`config.mk`:
```
export PLATFORM = sky130hd
export DESIGN_NAME = sv32_mmu
export DESIGN_NICKNAME = d
export VERILOG_FILES = /design/src/hdl/mmu_pkg.sv /design/src/hdl/pte_mem_if.sv /design/src/hdl/tlb_fill_if.sv /design/src/hdl/xlat_lookup.sv /design/src/hdl/pte_check.sv /design/src/hdl/page_walker.sv /design/src/hdl/dram_port.sv /design/src/hdl/sv32_mmu.sv
export SDC_FILE = /design/constraint.sdc
export NUM_CORES = 1
export LEC_CHECK = 0
export BUFFER_PORTS_ARGS = -buffer_cell sky130_fd_sc_hd__buf_2
export CAP_MARGIN = 20
export CORE_MARGIN = 5
export CORE_UTILIZATION = 40
export DETAILED_ROUTE_END_ITERATION = 10
export SLEW_MARGIN = 20
export SYNTH_ARGS = -nofsm -noshare
export SYNTH_HDL_FRONTEND = slang
export SYNTH_HIERARCHICAL = 1
export SYNTH_SLANG_ARGS = --single-unit
```
`constraint.sdc`:
```
create_clock -name CLK -period 5.3 [get_ports CLK]
set_input_delay 0.53 -clock CLK [delete_from_list [all_inputs] [get_ports CLK]]
set_output_delay 0.53 -clock CLK [all_outputs]
set_load 0.1 [all_outputs]
```
`src/hdl/mmu_pkg.sv`:
```
/* Sv32 types and constants shared by the MMU.
   Physical addresses are truncated to 32 bits, so PPN[1] bits 33:32 are never used. */
package mmu_pkg;

    typedef logic [31:0] xlen_t;
    typedef logic [19:0] vpn_t;
    typedef logic [19:0] ppn_t;
    typedef logic [2:0]  funct3_t;
    typedef logic [31:0] cause_t;
    typedef logic [1:0]  priv_t;

    // direct-mapped TLB geometry, one bank per access kind
    localparam int TLB_ENTRIES = 4;
    localparam int TLB_BANKS   = 3;
    localparam int TLB_IDX_W   = $clog2(TLB_ENTRIES);
    typedef logic [TLB_IDX_W-1:0]          tlb_idx_t;
    typedef logic [$bits(vpn_t)-TLB_IDX_W-1:0] tlb_tag_t;
    typedef logic [1:0]                    tlb_bank_t;

    typedef enum logic [1:0] {
        ACCESS_NONE  = 2'd0,
        ACCESS_CODE  = 2'd1,
        ACCESS_READ  = 2'd2,
        ACCESS_WRITE = 2'd3
    } access_t;

    localparam priv_t PRIV_U = 2'd0;
    localparam priv_t PRIV_S = 2'd1;
    localparam priv_t PRIV_M = 2'd3;

    localparam funct3_t FUNCT3_LW = 3'b010;

    localparam cause_t CAUSE_FETCH_PF = 32'd12;
    localparam cause_t CAUSE_LOAD_PF  = 32'd13;
    localparam cause_t CAUSE_STORE_PF = 32'd15;

    // PTE flag bits
    localparam int PTE_V = 0;
    localparam int PTE_R = 1;
    localparam int PTE_W = 2;
    localparam int PTE_X = 3;
    localparam int PTE_U = 4;
    localparam int PTE_A = 6;
    localparam int PTE_D = 7;

    localparam int MSTATUS_SUM   = 18;
    localparam int MSTATUS_MXR   = 19;
    localparam int SATP_MODE_BIT = 31;

    typedef enum logic [2:0] {
        WALK_IDLE,
        WALK_WAIT1,
        WALK_WAIT0,
        WALK_CHECK,
        WALK_UPDATE,
        WALK_FILL,
        WALK_FAULT
    } walk_state_t;

    // fetches translate the instruction address, loads and stores the data address
    function automatic xlen_t vaddr_of(access_t kind, xlen_t insn_addr, xlen_t data_addr);
        return (kind == ACCESS_CODE) ? insn_addr : data_addr;
    endfunction

    function automatic tlb_bank_t bank_of(access_t kind);
        case (kind)
            ACCESS_READ:  return 2'd1;
            ACCESS_WRITE: return 2'd2;
            default:      return 2'd0;
        endcase
    endfunction

    function automatic cause_t cause_of(access_t kind);
        case (kind)
            ACCESS_CODE: return CAUSE_FETCH_PF;
            ACCESS_READ: return CAUSE_LOAD_PF;
            default:     return CAUSE_STORE_PF;
        endcase
    endfunction

endpackage

```
`src/hdl/pte_mem_if.sv`:
```
/* Page walker requests toward the DRAM port.
   rd and wr are one-cycle strobes, only valid while own is high. */
interface pte_mem_if;
    import mmu_pkg::*;

    // walker holds the port
    logic  own;
    xlen_t addr;
    xlen_t wdata;
    logic  rd;
    logic  wr;

    modport walker (
        output own, addr, wdata, rd, wr
    );

    modport port (
        input own, addr, wdata, rd, wr
    );

endinterface

```
`src/hdl/tlb_fill_if.sv`:
```
/* One finished translation from the page walker into the TLB bank for kind.
   fill is a single-cycle pulse; kind NONE writes nothing. */
interface tlb_fill_if;
    import mmu_pkg::*;

    logic    fill;
    access_t kind;
    vpn_t    vpn;
    ppn_t    ppn;

    modport walker (
        output fill, kind, vpn, ppn
    );

    modport tlb (
        input fill, kind, vpn, ppn
    );

endinterface

```
`src/hdl/xlat_lookup.sv`:
```
/* Combinational Sv32 lookup over three direct-mapped TLBs, plus the M-mode/satp bypass.
   Fills and flushes land on the next edge; flush and fill must not coincide. */
module xlat_lookup (
    input  logic             CLK,
    input  logic             arst_n,
    input  mmu_pkg::access_t access,
    input  mmu_pkg::xlen_t   insn_addr,
    input  mmu_pkg::xlen_t   data_addr,
    input  mmu_pkg::priv_t   priv,
    input  mmu_pkg::xlen_t   satp,
    input  logic             flush,
    tlb_fill_if.tlb          fill,
    output mmu_pkg::xlen_t   paddr,
    output logic             ready,
    output logic             miss
);
    import mmu_pkg::*;

    logic [TLB_BANKS-1:0][TLB_ENTRIES-1:0] valid_q;
    tlb_tag_t tag_q [TLB_BANKS][TLB_ENTRIES];
    ppn_t     ppn_q [TLB_BANKS][TLB_ENTRIES];

    xlen_t     vaddr;
    vpn_t      vpn;
    tlb_idx_t  idx;
    tlb_bank_t bank;
    logic      bypass;
    logic      hit;
    logic      fill_we;
    tlb_bank_t fill_bank;
    tlb_idx_t  fill_idx;

    always_comb begin
        vaddr  = vaddr_of(access, insn_addr, data_addr);
        vpn    = vaddr[31:12];
        idx    = vpn[TLB_IDX_W-1:0];
        bank   = bank_of(access);
        bypass = (priv == PRIV_M) || !satp[SATP_MODE_BIT];
        // low vpn bits index, the rest is the tag
        hit    = (access != ACCESS_NONE) && valid_q[bank][idx]
                 && (tag_q[bank][idx] == vpn[$bits(vpn_t)-1:TLB_IDX_W]);
        paddr  = bypass ? vaddr : {ppn_q[bank][idx], vaddr[11:0]};
        ready  = bypass || hit;
        miss   = !bypass && (access != ACCESS_NONE) && !hit;
    end

    always_comb begin
        fill_we   = fill.fill && (fill.kind != ACCESS_NONE);
        fill_bank = bank_of(fill.kind);
        fill_idx  = fill.vpn[TLB_IDX_W-1:0];
    end

    always_ff @(posedge CLK or negedge arst_n) begin
        if (!arst_n) begin
            valid_q <= '0;
        end else if (flush) begin
            valid_q <= '0;
        end else if (fill_we) begin
            valid_q[fill_bank][fill_idx] <= 1'b1;
        end
    end

    // entry contents only matter once valid is set
    always_ff @(posedge CLK) begin
        if (fill_we) begin
            tag_q[fill_bank][fill_idx] <= fill.vpn[$bits(vpn_t)-1:TLB_IDX_W];
            ppn_q[fill_bank][fill_idx] <= fill.ppn;
        end
    end

    // the core's flush must never land on a walker fill
    fill_flush_excl: assert property (
        @(posedge CLK) disable iff (!arst_n) !(fill.fill && flush)
    );

endmodule

```
`src/hdl/pte_check.sv`:
```
/* Leaf decode and permission check of one Sv32 PTE for the given access.
   M-mode never reaches here, so any other priv code is treated as unrestricted. */
module pte_check (
    input  mmu_pkg::xlen_t   pte,
    input  mmu_pkg::access_t access,
    input  mmu_pkg::priv_t   priv,
    input  mmu_pkg::xlen_t   mstatus,
    output logic             valid,
    output logic             leaf,
    output logic             allowed,
    output logic             needs_update
);
    import mmu_pkg::*;

    logic readable;
    logic reserved;
    logic kind_ok;
    logic user_ok;

    always_comb begin
        valid    = pte[PTE_V];
        leaf     = pte[PTE_X] | pte[PTE_W] | pte[PTE_R];
        // mxr makes executable pages readable
        readable = pte[PTE_R] | (mstatus[MSTATUS_MXR] & pte[PTE_X]);
        reserved = pte[PTE_W] & ~pte[PTE_R];

        case (access)
            ACCESS_CODE:  kind_ok = pte[PTE_X];
            ACCESS_READ:  kind_ok = readable;
            ACCESS_WRITE: kind_ok = pte[PTE_W];
            default:      kind_ok = 1'b0;
        endcase

        // S-mode never fetches from user pages, SUM or not
        if (priv == PRIV_U) begin
            user_ok = pte[PTE_U];
        end else if (priv == PRIV_S) begin
            user_ok = !pte[PTE_U] || (mstatus[MSTATUS_SUM] && access != ACCESS_CODE);
        end else begin
            user_ok = 1'b1;
        end

        allowed      = kind_ok && user_ok && !reserved;
        needs_update = !pte[PTE_A] || (access == ACCESS_WRITE && !pte[PTE_D]);
    end

endmodule

```
`src/hdl/page_walker.sv`:
```
/* Two-level Sv32 walk on a TLB miss, with A/D write-back, TLB fill or page fault.
   The core must hold access, addresses, priv, satp and mstatus for the whole walk.
   Megapage PPN[0] alignment is not checked. */
module page_walker (
    input  logic             CLK,
    input  logic             arst_n,
    input  mmu_pkg::access_t access,
    input  mmu_pkg::xlen_t   insn_addr,
    input  mmu_pkg::xlen_t   data_addr,
    input  mmu_pkg::xlen_t   satp,
    input  mmu_pkg::xlen_t   mstatus,
    input  mmu_pkg::priv_t   priv,
    input  logic             miss,
    input  mmu_pkg::xlen_t   dram_rdata,
    input  logic             dram_busy,
    pte_mem_if.walker        mem,
    tlb_fill_if.walker       fill,
    output logic             page_fault,
    output mmu_pkg::cause_t  fault_cause
);
    import mmu_pkg::*;

    walk_state_t state_q;
    walk_state_t state_d;
    logic        lvl1_q;
    cause_t      cause_q;
    xlen_t       pte1_q;
    xlen_t       pte0_q;
    xlen_t       pte_addr_q;

    xlen_t vaddr;
    xlen_t pte1_in;
    xlen_t leaf_pte;
    xlen_t pte_wb;
    logic  stop1;
    logic  walk_ok;
    logic  valid1;
    logic  leaf1;
    logic  allowed1;
    logic  update1;
    logic  valid0;
    logic  leaf0;
    logic  allowed0;
    logic  update0;

    // level 1 is judged straight off the bus while its read completes
    assign pte1_in = (state_q == WALK_WAIT1) ? dram_rdata : pte1_q;

    pte_check u_chk1 (
        .pte          (pte1_in),
        .access       (access),
        .priv         (priv),
        .mstatus      (mstatus),
        .valid        (valid1),
        .leaf         (leaf1),
        .allowed      (allowed1),
        .needs_update (update1)
    );

    pte_check u_chk0 (
        .pte          (pte0_q),
        .access       (access),
        .priv         (priv),
        .mstatus      (mstatus),
        .valid        (valid0),
        .leaf         (leaf0),
        .allowed      (allowed0),
        .needs_update (update0)
    );

    always_comb begin
        vaddr    = vaddr_of(access, insn_addr, data_addr);
        stop1    = !valid1 || leaf1;
        leaf_pte = lvl1_q ? pte1_q : pte0_q;
        walk_ok  = lvl1_q ? (valid1 && leaf1 && allowed1) : (valid0 && leaf0 && allowed0);
        pte_wb   = leaf_pte;
        pte_wb[PTE_A] = 1'b1;
        if (access == ACCESS_WRITE) begin
            pte_wb[PTE_D] = 1'b1;
        end

        state_d   = state_q;
        mem.own   = 1'b0;
        mem.rd    = 1'b0;
        mem.wr    = 1'b0;
        // root table plus 4 * vpn[1]
        mem.addr  = {satp[19:0], vaddr[31:22], 2'b00};
        mem.wdata = pte_wb;
        fill.fill = 1'b0;
        fill.kind = access;
        fill.vpn  = vaddr[31:12];
        fill.ppn  = lvl1_q ? {pte1_q[29:20], vaddr[21:12]} : pte0_q[29:10];

        case (state_q)
            WALK_IDLE: begin
                if (miss && !dram_busy) begin
                    mem.own = 1'b1;
                    mem.rd  = 1'b1;
                    state_d = WALK_WAIT1;
                end
            end
            WALK_WAIT1: begin
                mem.own = 1'b1;
                if (!dram_busy) begin
                    if (stop1) begin
                        state_d = WALK_CHECK;
                    end else begin
                        mem.rd   = 1'b1;
                        mem.addr = {dram_rdata[29:10], vaddr[21:12], 2'b00};
                        state_d  = WALK_WAIT0;
                    end
                end
            end
            WALK_WAIT0: begin
                mem.own = 1'b1;
                if (!dram_busy) begin
                    state_d = WALK_CHECK;
                end
            end
            WALK_CHECK: begin
                mem.own = 1'b1;
                if (!walk_ok) begin
                    state_d = WALK_FAULT;
                end else if (!(lvl1_q ? update1 : update0)) begin
                    state_d = WALK_FILL;
                end else if (!dram_busy) begin
                    mem.wr   = 1'b1;
                    mem.addr = pte_addr_q;
                    state_d  = WALK_UPDATE;
                end
            end
            WALK_UPDATE: begin
                mem.own = 1'b1;
                if (!dram_busy) begin
                    state_d = WALK_FILL;
                end
            end
            WALK_FILL: begin
                fill.fill = 1'b1;
                state_d   = WALK_IDLE;
            end
            WALK_FAULT: begin
                if (access == ACCESS_NONE) begin
                    state_d = WALK_IDLE;
                end
            end
            default: begin
                state_d = WALK_IDLE;
            end
        endcase
    end

    always_ff @(posedge CLK or negedge arst_n) begin
        if (!arst_n) begin
            state_q <= WALK_IDLE;
            lvl1_q  <= 1'b0;
            cause_q <= '0;
        end else begin
            state_q <= state_d;
            if (state_q == WALK_WAIT1 && !dram_busy) begin
                lvl1_q <= stop1;
            end
            if (state_q == WALK_CHECK) begin
                cause_q <= cause_of(access);
            end
        end
    end

    // captured PTEs and the address for write-back
    always_ff @(posedge CLK) begin
        if (mem.rd) begin
            pte_addr_q <= mem.addr;
        end
        if (state_q == WALK_WAIT1 && !dram_busy) begin
            pte1_q <= dram_rdata;
        end
        if (state_q == WALK_WAIT0 && !dram_busy) begin
            pte0_q <= dram_rdata;
        end
    end

    assign page_fault  = (state_q == WALK_FAULT);
    assign fault_cause = cause_q;

    strobe_when_idle: assert property (
        @(posedge CLK) disable iff (!arst_n) !((mem.rd || mem.wr) && dram_busy)
    );

endmodule

```
`src/hdl/dram_port.sv`:
```
/* Drives the DRAM port from the page walker or the translated core request.
   A core request is taken in a cycle with proc_busy low; its read data is
   valid once proc_busy falls again. A request held past that cycle is issued again. */
module dram_port (
    input  mmu_pkg::access_t access,
    input  logic             data_we,
    input  mmu_pkg::xlen_t   data_wdata,
    input  mmu_pkg::funct3_t data_ctrl,
    input  mmu_pkg::xlen_t   paddr,
    input  logic             ready,
    input  logic             miss,
    pte_mem_if.port          mem,
    input  logic             dram_busy,
    output mmu_pkg::xlen_t   dram_addr,
    output mmu_pkg::xlen_t   dram_wdata,
    output logic             dram_we,
    output logic             dram_le,
    output mmu_pkg::funct3_t dram_ctrl,
    output logic             proc_busy
);
    import mmu_pkg::*;

    logic go;

    always_comb begin
        // translation done and memory free
        go = ready && !dram_busy;

        if (mem.own) begin
            // PTE traffic is always whole words
            dram_addr  = mem.addr;
            dram_wdata = mem.wdata;
            dram_le    = mem.rd;
            dram_we    = mem.wr;
            dram_ctrl  = FUNCT3_LW;
        end else begin
            dram_addr  = paddr;
            dram_wdata = data_wdata;
            dram_le    = go && (access == ACCESS_CODE || access == ACCESS_READ);
            dram_we    = go && (access == ACCESS_WRITE) && data_we;
            // fetches are word sized whatever data_ctrl says
            dram_ctrl  = (access == ACCESS_CODE) ? FUNCT3_LW : data_ctrl;
        end

        proc_busy = mem.own || miss || dram_busy;
    end

endmodule

```
`src/hdl/sv32_mmu.sv`:
```
/* Sv32 MMU between a RISC-V core and one word-wide DRAM port.
   Single hart only; the DRAM must raise busy on the edge after each strobe. */
module sv32_mmu (
    input  logic             CLK,
    input  logic             arst_n,
    // core side
    input  mmu_pkg::access_t access,
    input  mmu_pkg::xlen_t   insn_addr,
    input  mmu_pkg::xlen_t   data_addr,
    input  mmu_pkg::xlen_t   data_wdata,
    input  logic             data_we,
    input  mmu_pkg::funct3_t data_ctrl,
    input  mmu_pkg::priv_t   priv,
    input  mmu_pkg::xlen_t   satp,
    input  mmu_pkg::xlen_t   mstatus,
    input  logic             tlb_flush,
    output mmu_pkg::xlen_t   insn_data,
    output logic             proc_busy,
    output logic             page_fault,
    output mmu_pkg::cause_t  fault_cause,
    // memory side
    output mmu_pkg::xlen_t   dram_addr,
    output mmu_pkg::xlen_t   dram_wdata,
    output logic             dram_we,
    output logic             dram_le,
    output mmu_pkg::funct3_t dram_ctrl,
    input  mmu_pkg::xlen_t   dram_rdata,
    input  logic             dram_busy
);
    import mmu_pkg::*;

    xlen_t paddr;
    logic  ready;
    logic  miss;

    pte_mem_if  pte_mem ();
    tlb_fill_if tlb_fill ();

    assign insn_data = dram_rdata;

    xlat_lookup u_lookup (
        .CLK       (CLK),
        .arst_n    (arst_n),
        .access    (access),
        .insn_addr (insn_addr),
        .data_addr (data_addr),
        .priv      (priv),
        .satp      (satp),
        .flush     (tlb_flush),
        .fill      (tlb_fill.tlb),
        .paddr     (paddr),
        .ready     (ready),
        .miss      (miss)
    );

    page_walker u_walker (
        .CLK         (CLK),
        .arst_n      (arst_n),
        .access      (access),
        .insn_addr   (insn_addr),
        .data_addr   (data_addr),
        .satp        (satp),
        .mstatus     (mstatus),
        .priv        (priv),
        .miss        (miss),
        .dram_rdata  (dram_rdata),
        .dram_busy   (dram_busy),
        .mem         (pte_mem.walker),
        .fill        (tlb_fill.walker),
        .page_fault  (page_fault),
        .fault_cause (fault_cause)
    );

    dram_port u_port (
        .access     (access),
        .data_we    (data_we),
        .data_wdata (data_wdata),
        .data_ctrl  (data_ctrl),
        .paddr      (paddr),
        .ready      (ready),
        .miss       (miss),
        .mem        (pte_mem.port),
        .dram_busy  (dram_busy),
        .dram_addr  (dram_addr),
        .dram_wdata (dram_wdata),
        .dram_we    (dram_we),
        .dram_le    (dram_le),
        .dram_ctrl  (dram_ctrl),
        .proc_busy  (proc_busy)
    );

endmodule

```
Word level (Yosys, flattened, before mapping)
Memories as Yosys holds them, arrays and structs flattened.
Index checks and enable logic that the tools add are counted.
{"block": "op_classes", "order_cmp": 6, "eq_ne": 19, "muxes": 71, "bitwise": 14, "reduce_logical": 56}
{"cell": "2-to-1 mux 32 bit", "n": 10}
{"cell": "2-to-1 mux 20 bit", "n": 4}
{"cell": "2-to-1 mux 80 bit", "n": 1}
{"cell": "2-to-1 mux 72 bit", "n": 1}
{"cell": "one-hot mux 32 bit (2 select lines)", "n": 1}
{"cell": "2-to-1 mux 18 bit", "n": 3}
{"cell": "binary-select mux 20 bit (select 2 bit)", "n": 1}
{"cell": "demux 20 bit (select 2 bit)", "n": 1}
{"cell": "binary-select mux 18 bit (select 2 bit)", "n": 1}
{"cell": "demux 18 bit (select 2 bit)", "n": 1}
{"cell": "2-to-1 mux 3 bit", "n": 10}
{"cell": "logical AND 1 bit", "n": 26}
{"cell": "2-to-1 mux 12 bit", "n": 2}
{"cell": "2-to-1 mux 1 bit", "n": 21}
{"cell": "== test 18 bit", "n": 1}
{"cell": "one-hot mux 3 bit (6 select lines)", "n": 1}
{"cell": "logical NOT 1 bit", "n": 13}
{"cell": "bitwise OR 12 bit", "n": 1}
{"cell": "logical OR 1 bit", "n": 10}
{"cell": "== test 3 bit, second input constant", "n": 3}
{"cell": "binary-select mux 4 bit (select 2 bit)", "n": 1}
{"cell": "demux 4 bit (select 2 bit)", "n": 1}
{"cell": "2-to-1 mux 4 bit", "n": 2}
{"cell": "2-to-1 mux 8 bit", "n": 1}
{"cell": "25 further kinds", "n": 49}
{"block": "totals", "ff_bits": 144, "ram_bits": 456, "out_inout_bits": 135, "wordCells": 177, "mem_count": 2}
{"memory": "u_lookup.ppn_q", "depth": 3, "width": 80, "read_ports": 1, "rd_clocked_by_memory_dff": 0, "write_ports": 1, "line": "xlat_lookup.sv:21", "text": "ppn_t ppn_q [TLB_BANKS][TLB_ENTRIES];"}
{"memory": "u_lookup.tag_q", "depth": 3, "width": 72, "read_ports": 1, "rd_clocked_by_memory_dff": 0, "write_ports": 1, "line": "xlat_lookup.sv:20", "text": "tlb_tag_t tag_q [TLB_BANKS][TLB_ENTRIES];"}

Logic depth before layout (Yosys ltp)
{"block": "logic_depth", "ltp_word": 15, "ltp_mapped": 17, "depth_no_buf": 13}

Cells and area by module
The synthesis kept the hierarchy.
{"mod": "xlat_lookup", "instances": 1, "cells_per_inst": 1243, "area_each_um2": 19494.9, "seq_area_each_um2": 13993.4}
{"mod": "page_walker", "instances": 1, "cells_per_inst": 402, "area_each_um2": 5484.0, "seq_area_each_um2": 3057.9}
{"mod": "dram_port", "instances": 1, "cells_per_inst": 85, "area_each_um2": 877.1, "seq_area_each_um2": 0.0}
{"mod": "sv32_mmu", "instances": 1, "cells_per_inst": 32, "area_each_um2": 240.2, "seq_area_each_um2": 0.0}
{"mod": "pte_check", "instances": 2, "cells_per_inst": 16, "area_each_um2": 97.6, "seq_area_each_um2": 0.0}

Worst setup path after synthesis
No wires, ideal clock.
{"block": "synth_path", "kind": "input port to output port", "start": "input data_addr[12]", "end": "output dram_le", "t_arrival_ps": 5806, "slack_ps": -1036, "path_stages": 15, "n_path_buf": 4, "cell_sequence": "buf_2 mux2i_1 nor2b_4 buf_4 a221oi_1 a221o_1 o21ai_0 nand4_1 nor4_2 nor2_1 nand2_1 a21oi_1 buf_6 buf_6 o41ai_1"}
{"block": "synth_between", "elab_chain_cells": 13}
{"element": "start: declaration", "line": "sv32_mmu.sv:9", "text": "input mmu_pkg::xlen_t data_addr,"}
{"element": "2-to-1 mux 32 bit *", "line": "mmu_pkg.sv:62", "text": "return (kind == ACCESS_CODE) ? insn_addr : data_addr;"}
{"element": "inverter 2 -> 3 bit (implied by the code)", "line": "xlat_lookup.sv:41", "text": "&& (tag_q[bank][idx] == vpn[$bits(vpn_t)-1:TLB_IDX_W]);"}
{"element": "binary-select mux 18 bit (select 2 bit)", "line": "xlat_lookup.sv:41"}
{"element": "2-to-1 mux 18 bit (implied by the code) (2 in series)", "line": "xlat_lookup.sv:41"}
{"element": "== test 18 bit", "line": "xlat_lookup.sv:41"}
{"element": "logical AND 1 bit *", "line": "xlat_lookup.sv:41"}
{"element": "logical NOT 1 bit *", "line": "xlat_lookup.sv:44", "text": "miss = !bypass && (access != ACCESS_NONE) && !hit;"}
{"element": "logical AND 1 bit *", "line": "xlat_lookup.sv:44"}
{"element": "named net miss", "line": "sv32_mmu.sv:34", "text": "logic miss;"}
{"element": "logical AND 1 bit *", "line": "page_walker.sv:96", "text": "if (miss && !dram_busy) begin"}
{"element": "2-to-1 mux 1 bit *", "line": "page_walker.sv:96"}
{"element": "one-hot mux 1 bit (2 select lines) *", "line": "page_walker.sv:94", "text": "case (state_q)"}
{"element": "named net pte_mem.own", "line": "pte_mem_if.sv:7", "text": "logic own;"}
{"element": "2-to-1 mux 1 bit *", "line": "dram_port.sv:29", "text": "if (mem.own) begin"}
{"element": "end: declaration", "line": "sv32_mmu.sv:25", "text": "output logic dram_le,"}
Mark *: on every way through the listed nets, which the timed path passes. The rest lies on a longest branch. The select of a mux whose other input is x is not followed.

Worst setup path in the final report
{"block": "layout_path", "start": "input access[0]", "end": "output dram_wdata[17]"}
{"block": "layout_between", "elab_chain_cells": 14}
{"element": "start: declaration", "line": "sv32_mmu.sv:7", "text": "input mmu_pkg::access_t access,"}
{"element": "== test 2 bit or == test 2 x 1 -> 1 bit (tied branches)", "line": "mmu_pkg.sv:66, mmu_pkg.sv:62"}
{"element": "one-hot mux 2 bit (2 select lines) or 2-to-1 mux 32 bit (tied branches)", "line": "mmu_pkg.sv:66, mmu_pkg.sv:62"}
{"element": "memory (3 x 72 bit) (tied with other cells)"}
{"element": "binary-select mux 18 bit (select 2 bit) or 2-to-1 mux 4 bit (tied branches)", "line": "xlat_lookup.sv:41, xlat_lookup.sv:40"}
{"element": "2-to-1 mux 18 bit (implied by the code) or binary-select mux 1 bit (select 2 bit) (tied branches)", "line": "xlat_lookup.sv:41, xlat_lookup.sv:40"}
{"element": "2-to-1 mux 18 bit (implied by the code) or 2-to-1 mux 1 bit (tied branches)", "line": "xlat_lookup.sv:41, xlat_lookup.sv:40"}
{"element": "== test 18 bit or logical AND 1 bit (tied branches)", "line": "xlat_lookup.sv:41, xlat_lookup.sv:40"}
{"element": "logical AND 1 bit", "line": "xlat_lookup.sv:41"}
{"element": "logical NOT 1 bit", "line": "xlat_lookup.sv:44"}
{"element": "logical AND 1 bit *", "line": "xlat_lookup.sv:44"}
{"element": "named net miss", "line": "sv32_mmu.sv:34"}
{"element": "logical AND 1 bit *", "line": "page_walker.sv:96"}
{"element": "2-to-1 mux 1 bit *", "line": "page_walker.sv:96"}
{"element": "one-hot mux 1 bit (2 select lines) *", "line": "page_walker.sv:94"}
{"element": "named net pte_mem.own", "line": "pte_mem_if.sv:7"}
{"element": "2-to-1 mux 32 bit *", "line": "dram_port.sv:29"}
{"element": "end: declaration", "line": "sv32_mmu.sv:23", "text": "output mmu_pkg::xlen_t dram_wdata,"}
Marks and branches as above.

==> flow_summary.json <==
{
  "cp-endpoint": "dram_wdata[17]",
  "layout-drive-gt1-share_pct": 30.8,
  "grt_pass1_vias": 16300,
  "gr-total-overflow": 0,
  "crit_fanout": 26,
  "p_leak_nw": 11.4,
  "post-route-drc-count": 0,
  "cts_tree": "built",
  "fin_worst_skew_ns": 0.0274,
  "crit_top_cell": "buf_4",
  "crit_path_start_kind": "primary input",
  "yosysWarnings": 6,
  "vias_per_cell": 5.52,
  "period_share_pct": 96.5,
  "cp_slowest_cell": "a21oi_4",
  "rr_worst_depth": 11,
  "hold_violations": 0,
  "netlist_instances": 1767,
  "drt-initial-drc-count": 1377,
  "reg2reg_from": "u_walker/state_q[0]$_DFFE_PN0P_",
  "syn-cell-area_mm2": 0.0260,
  "io_buffers": 269,
  "die_area_mm2": 0.0702,
  "vias": 16300,
  "ir_drop_v": 0.000584,
  "numClockSinks": 571,
  "wl_per_cell_um": 25.1,
  "place.gp.congestion": 0.853,
  "finalMaxSlewViolations": 0,
  "tightest_slew_ns": 1.02,
  "avgSynthCellArea_um2": 14.7,
  "placed_cell_area_mm2": 0.0295,
  "io_pins": 339,
  "grt_pass1_wl_um": 108000,
  "reg2reg_slack_ns": 1.54,
  "end_kind": "primary output",
  "clk_latency_ns": 0.62,
  "initial_utilization_pct": 40.3,
  "antenna_found_initial": 0,
  "power_density_mw_per_mm2": 485,
  "clockRootBuffer": "clkbuf_16",
  "final_cell_area_mm2": 0.0313,
  "final-setup-viol-count": 0,
  "area_growth_pct": 20.5,
  "maxSlewHeadroom_pct": 32.0,
  "numCtsBuffers": 55,
  "grt_use_total_pct": 20.2,
  "criticalPathCategory": "in -> out",
  "dr.pass1.iters": 5,
  "core_area_mm2": 0.0645,
  "ant_nets": 0,
  "status": "complete, no violations",
  "hpwl_um": 48700,
  "r2r-end": "u_walker/pte_addr_q[9]$_DFFE_PP_",
  "startpoint": "access[0]",
  "dieWidth_um": 265,
  "period_needed_ns": 5.11,
  "nNetsFinal": 2262,
  "fmax_ghz": 0.196,
  "dp.cells": 2845,
  "antenna_cells": 0,
  "finalNonFillerCells": 2951,
  "critPathRequiredTime_ns": 4.77,
  "cpPeakStageDelay_ns": 0.57,
  "path_cells": "clkbuf_8 -> nand2b_2 -> a31oi_2 -> buf_4 -> a211oi_1 -> nor4_1 -> buf_4 -> xnor2_1 -> nand4_1 -> nor4_2 -> buf_4 -> nor2_1 -> nand2_1 -> a21oi_4 -> buf_4 -> mux2_2 -> buf_12",
  "hold_path_class": "in -> reg",
  "wl_um": 74000,
  "die_h_um": 265,
  "clock_path_buffers": 3,
  "h-tree-depth": 2,
  "grt_max_degree": 121,
  "cts.clk_slew.worst_paths_ns": 0.06,
  "crit_arrival_ns": 4.58,
  "rows": 93,
  "cap_violations": 0
}
==> metrics by stage <==
stage | setup TNS, ns | total power [mW] | utilization (%) | hold WS, ns | worst slack (ns)
5_1_grt | -0.00103 | 15.6 | 48.6 | 0.124 | -0.00103
4_1_cts | 0 | 15.2 | 48.5 | 0.109 | 0.0725
3_5_place_dp | -0.426 | 11.5 | 45.8 | 0.476 | -0.0766
6_report | 0 | 15.2 | 48.6 | 0.139 | 0.187
3_3_place_gp | -0.0892 | 11.4 | 45.8 | 0.470 | -0.0502
2_1_floorplan | -2.26 | 9.49 | - | 0.234 | -1.04
==> what timing repair did <==
| action | in CTS | in global routing |
|---|---|---|
| setup buffers | 0 | 4 |
| setup endpoints to repair | 30 | 46 |
| hold endpoints to repair | 19 | 0 |
| resized for setup | 2 | 3 |
| hold buffers | 1 | 0 |
| pin swaps | 0 | 2 |
==> sequential cells by signal (all words and copies together) (netlist names) <==
register and cells:
u_lookup/ppn_q 240, u_lookup/tag_q 216, u_lookup/valid_q 12, u_walker/fault_cause 3
u_walker/lvl1_q 1, u_walker/pte0_q 32, u_walker/pte1_q 32, u_walker/pte_addr_q 32
u_walker/state_q 3
==> how the worst min path moves through the flow <==
stage	startpoint	endpoint	slack, ns	cells after the start
floorplan	arst_n	u_lookup/valid_q[0]$_DFFE_PN0P_	0.23	0
global placement	u_walker/fault_cause[0]$_DFFE_PN0P_	u_walker/fault_cause[0]$_DFFE_PN0P_	0.47	2
detailed placement	u_walker/fault_cause[0]$_DFFE_PN0P_	u_walker/fault_cause[0]$_DFFE_PN0P_	0.48	2
CTS	dram_rdata[8]	u_walker/pte1_q[8]$_DFFE_PP_	0.11	1
global route	dram_rdata[8]	u_walker/pte1_q[8]$_DFFE_PP_	0.12	1
finish	dram_rdata[5]	u_walker/pte1_q[5]$_DFFE_PP_	0.14	1
==> final cells by class <==
type	count	area (um^2)
Tap cell	855	1070
Clock inverter	30	235
Fill cell	5537	33100
Clock buffer	71	1480
Inverter	26	98.8
Timing Repair Buffer	383	3500
Sequential cell	571	17100
Multi-Input combinational cell	1015	7900
==> cells in the final DEF, fill, tap and decap left out, types with 8 or more instances in the layout <==
cell       count
mux2i_1      183
clkbuf_16     57
o21ai_0       56
clkinv_1      10
buf_2        197
a211oi_1      29
buf_12        88
clkinv_2      11
inv_1         23
o211ai_1      78
a21oi_1       62
edfxtp_1     552
o2bb2ai_1     25
o22ai_1        8
dfrtp_1       18
nor2_1        80
a221o_1       25
buf_4         95
nand2_1      112
and3_1        28
clkbuf_1      14
nor2_4        12
conb_1        29
mux2_2       134
==> worst max-delay path: cells and delay by family <==
family	cells	cell delay, ns
xor+xnor	1	0.07
buf+inv	6	1.35
compound gates	3	0.94
simple gates	6	1.24
mux	1	0.42
==> report_power, final <==
| part | switching (mW) | internal (mW) |
|---|---|---|
| clock | 1.65 | 2.11 |
| combinational | 3.92 | 1.98 |
| sequential | 0.118 | 5.39 |
==> routing by layer <==
| layer | GRT usage (%) | share of wire (%) | up-vias |
|---|---|---|---|
| met4 | 4.78 | 2.2 | 0 |
| met5 | 0 | 0 | - |
| met2 | 34.2 | 49 | 649 |
| met3 | 3.52 | 7.0 | 92 |
| li1 | - | - | 7324 |
| met1 | 27.5 | 42 | 8227 |
No activity file was read; power rests on OpenSTA's default activity.
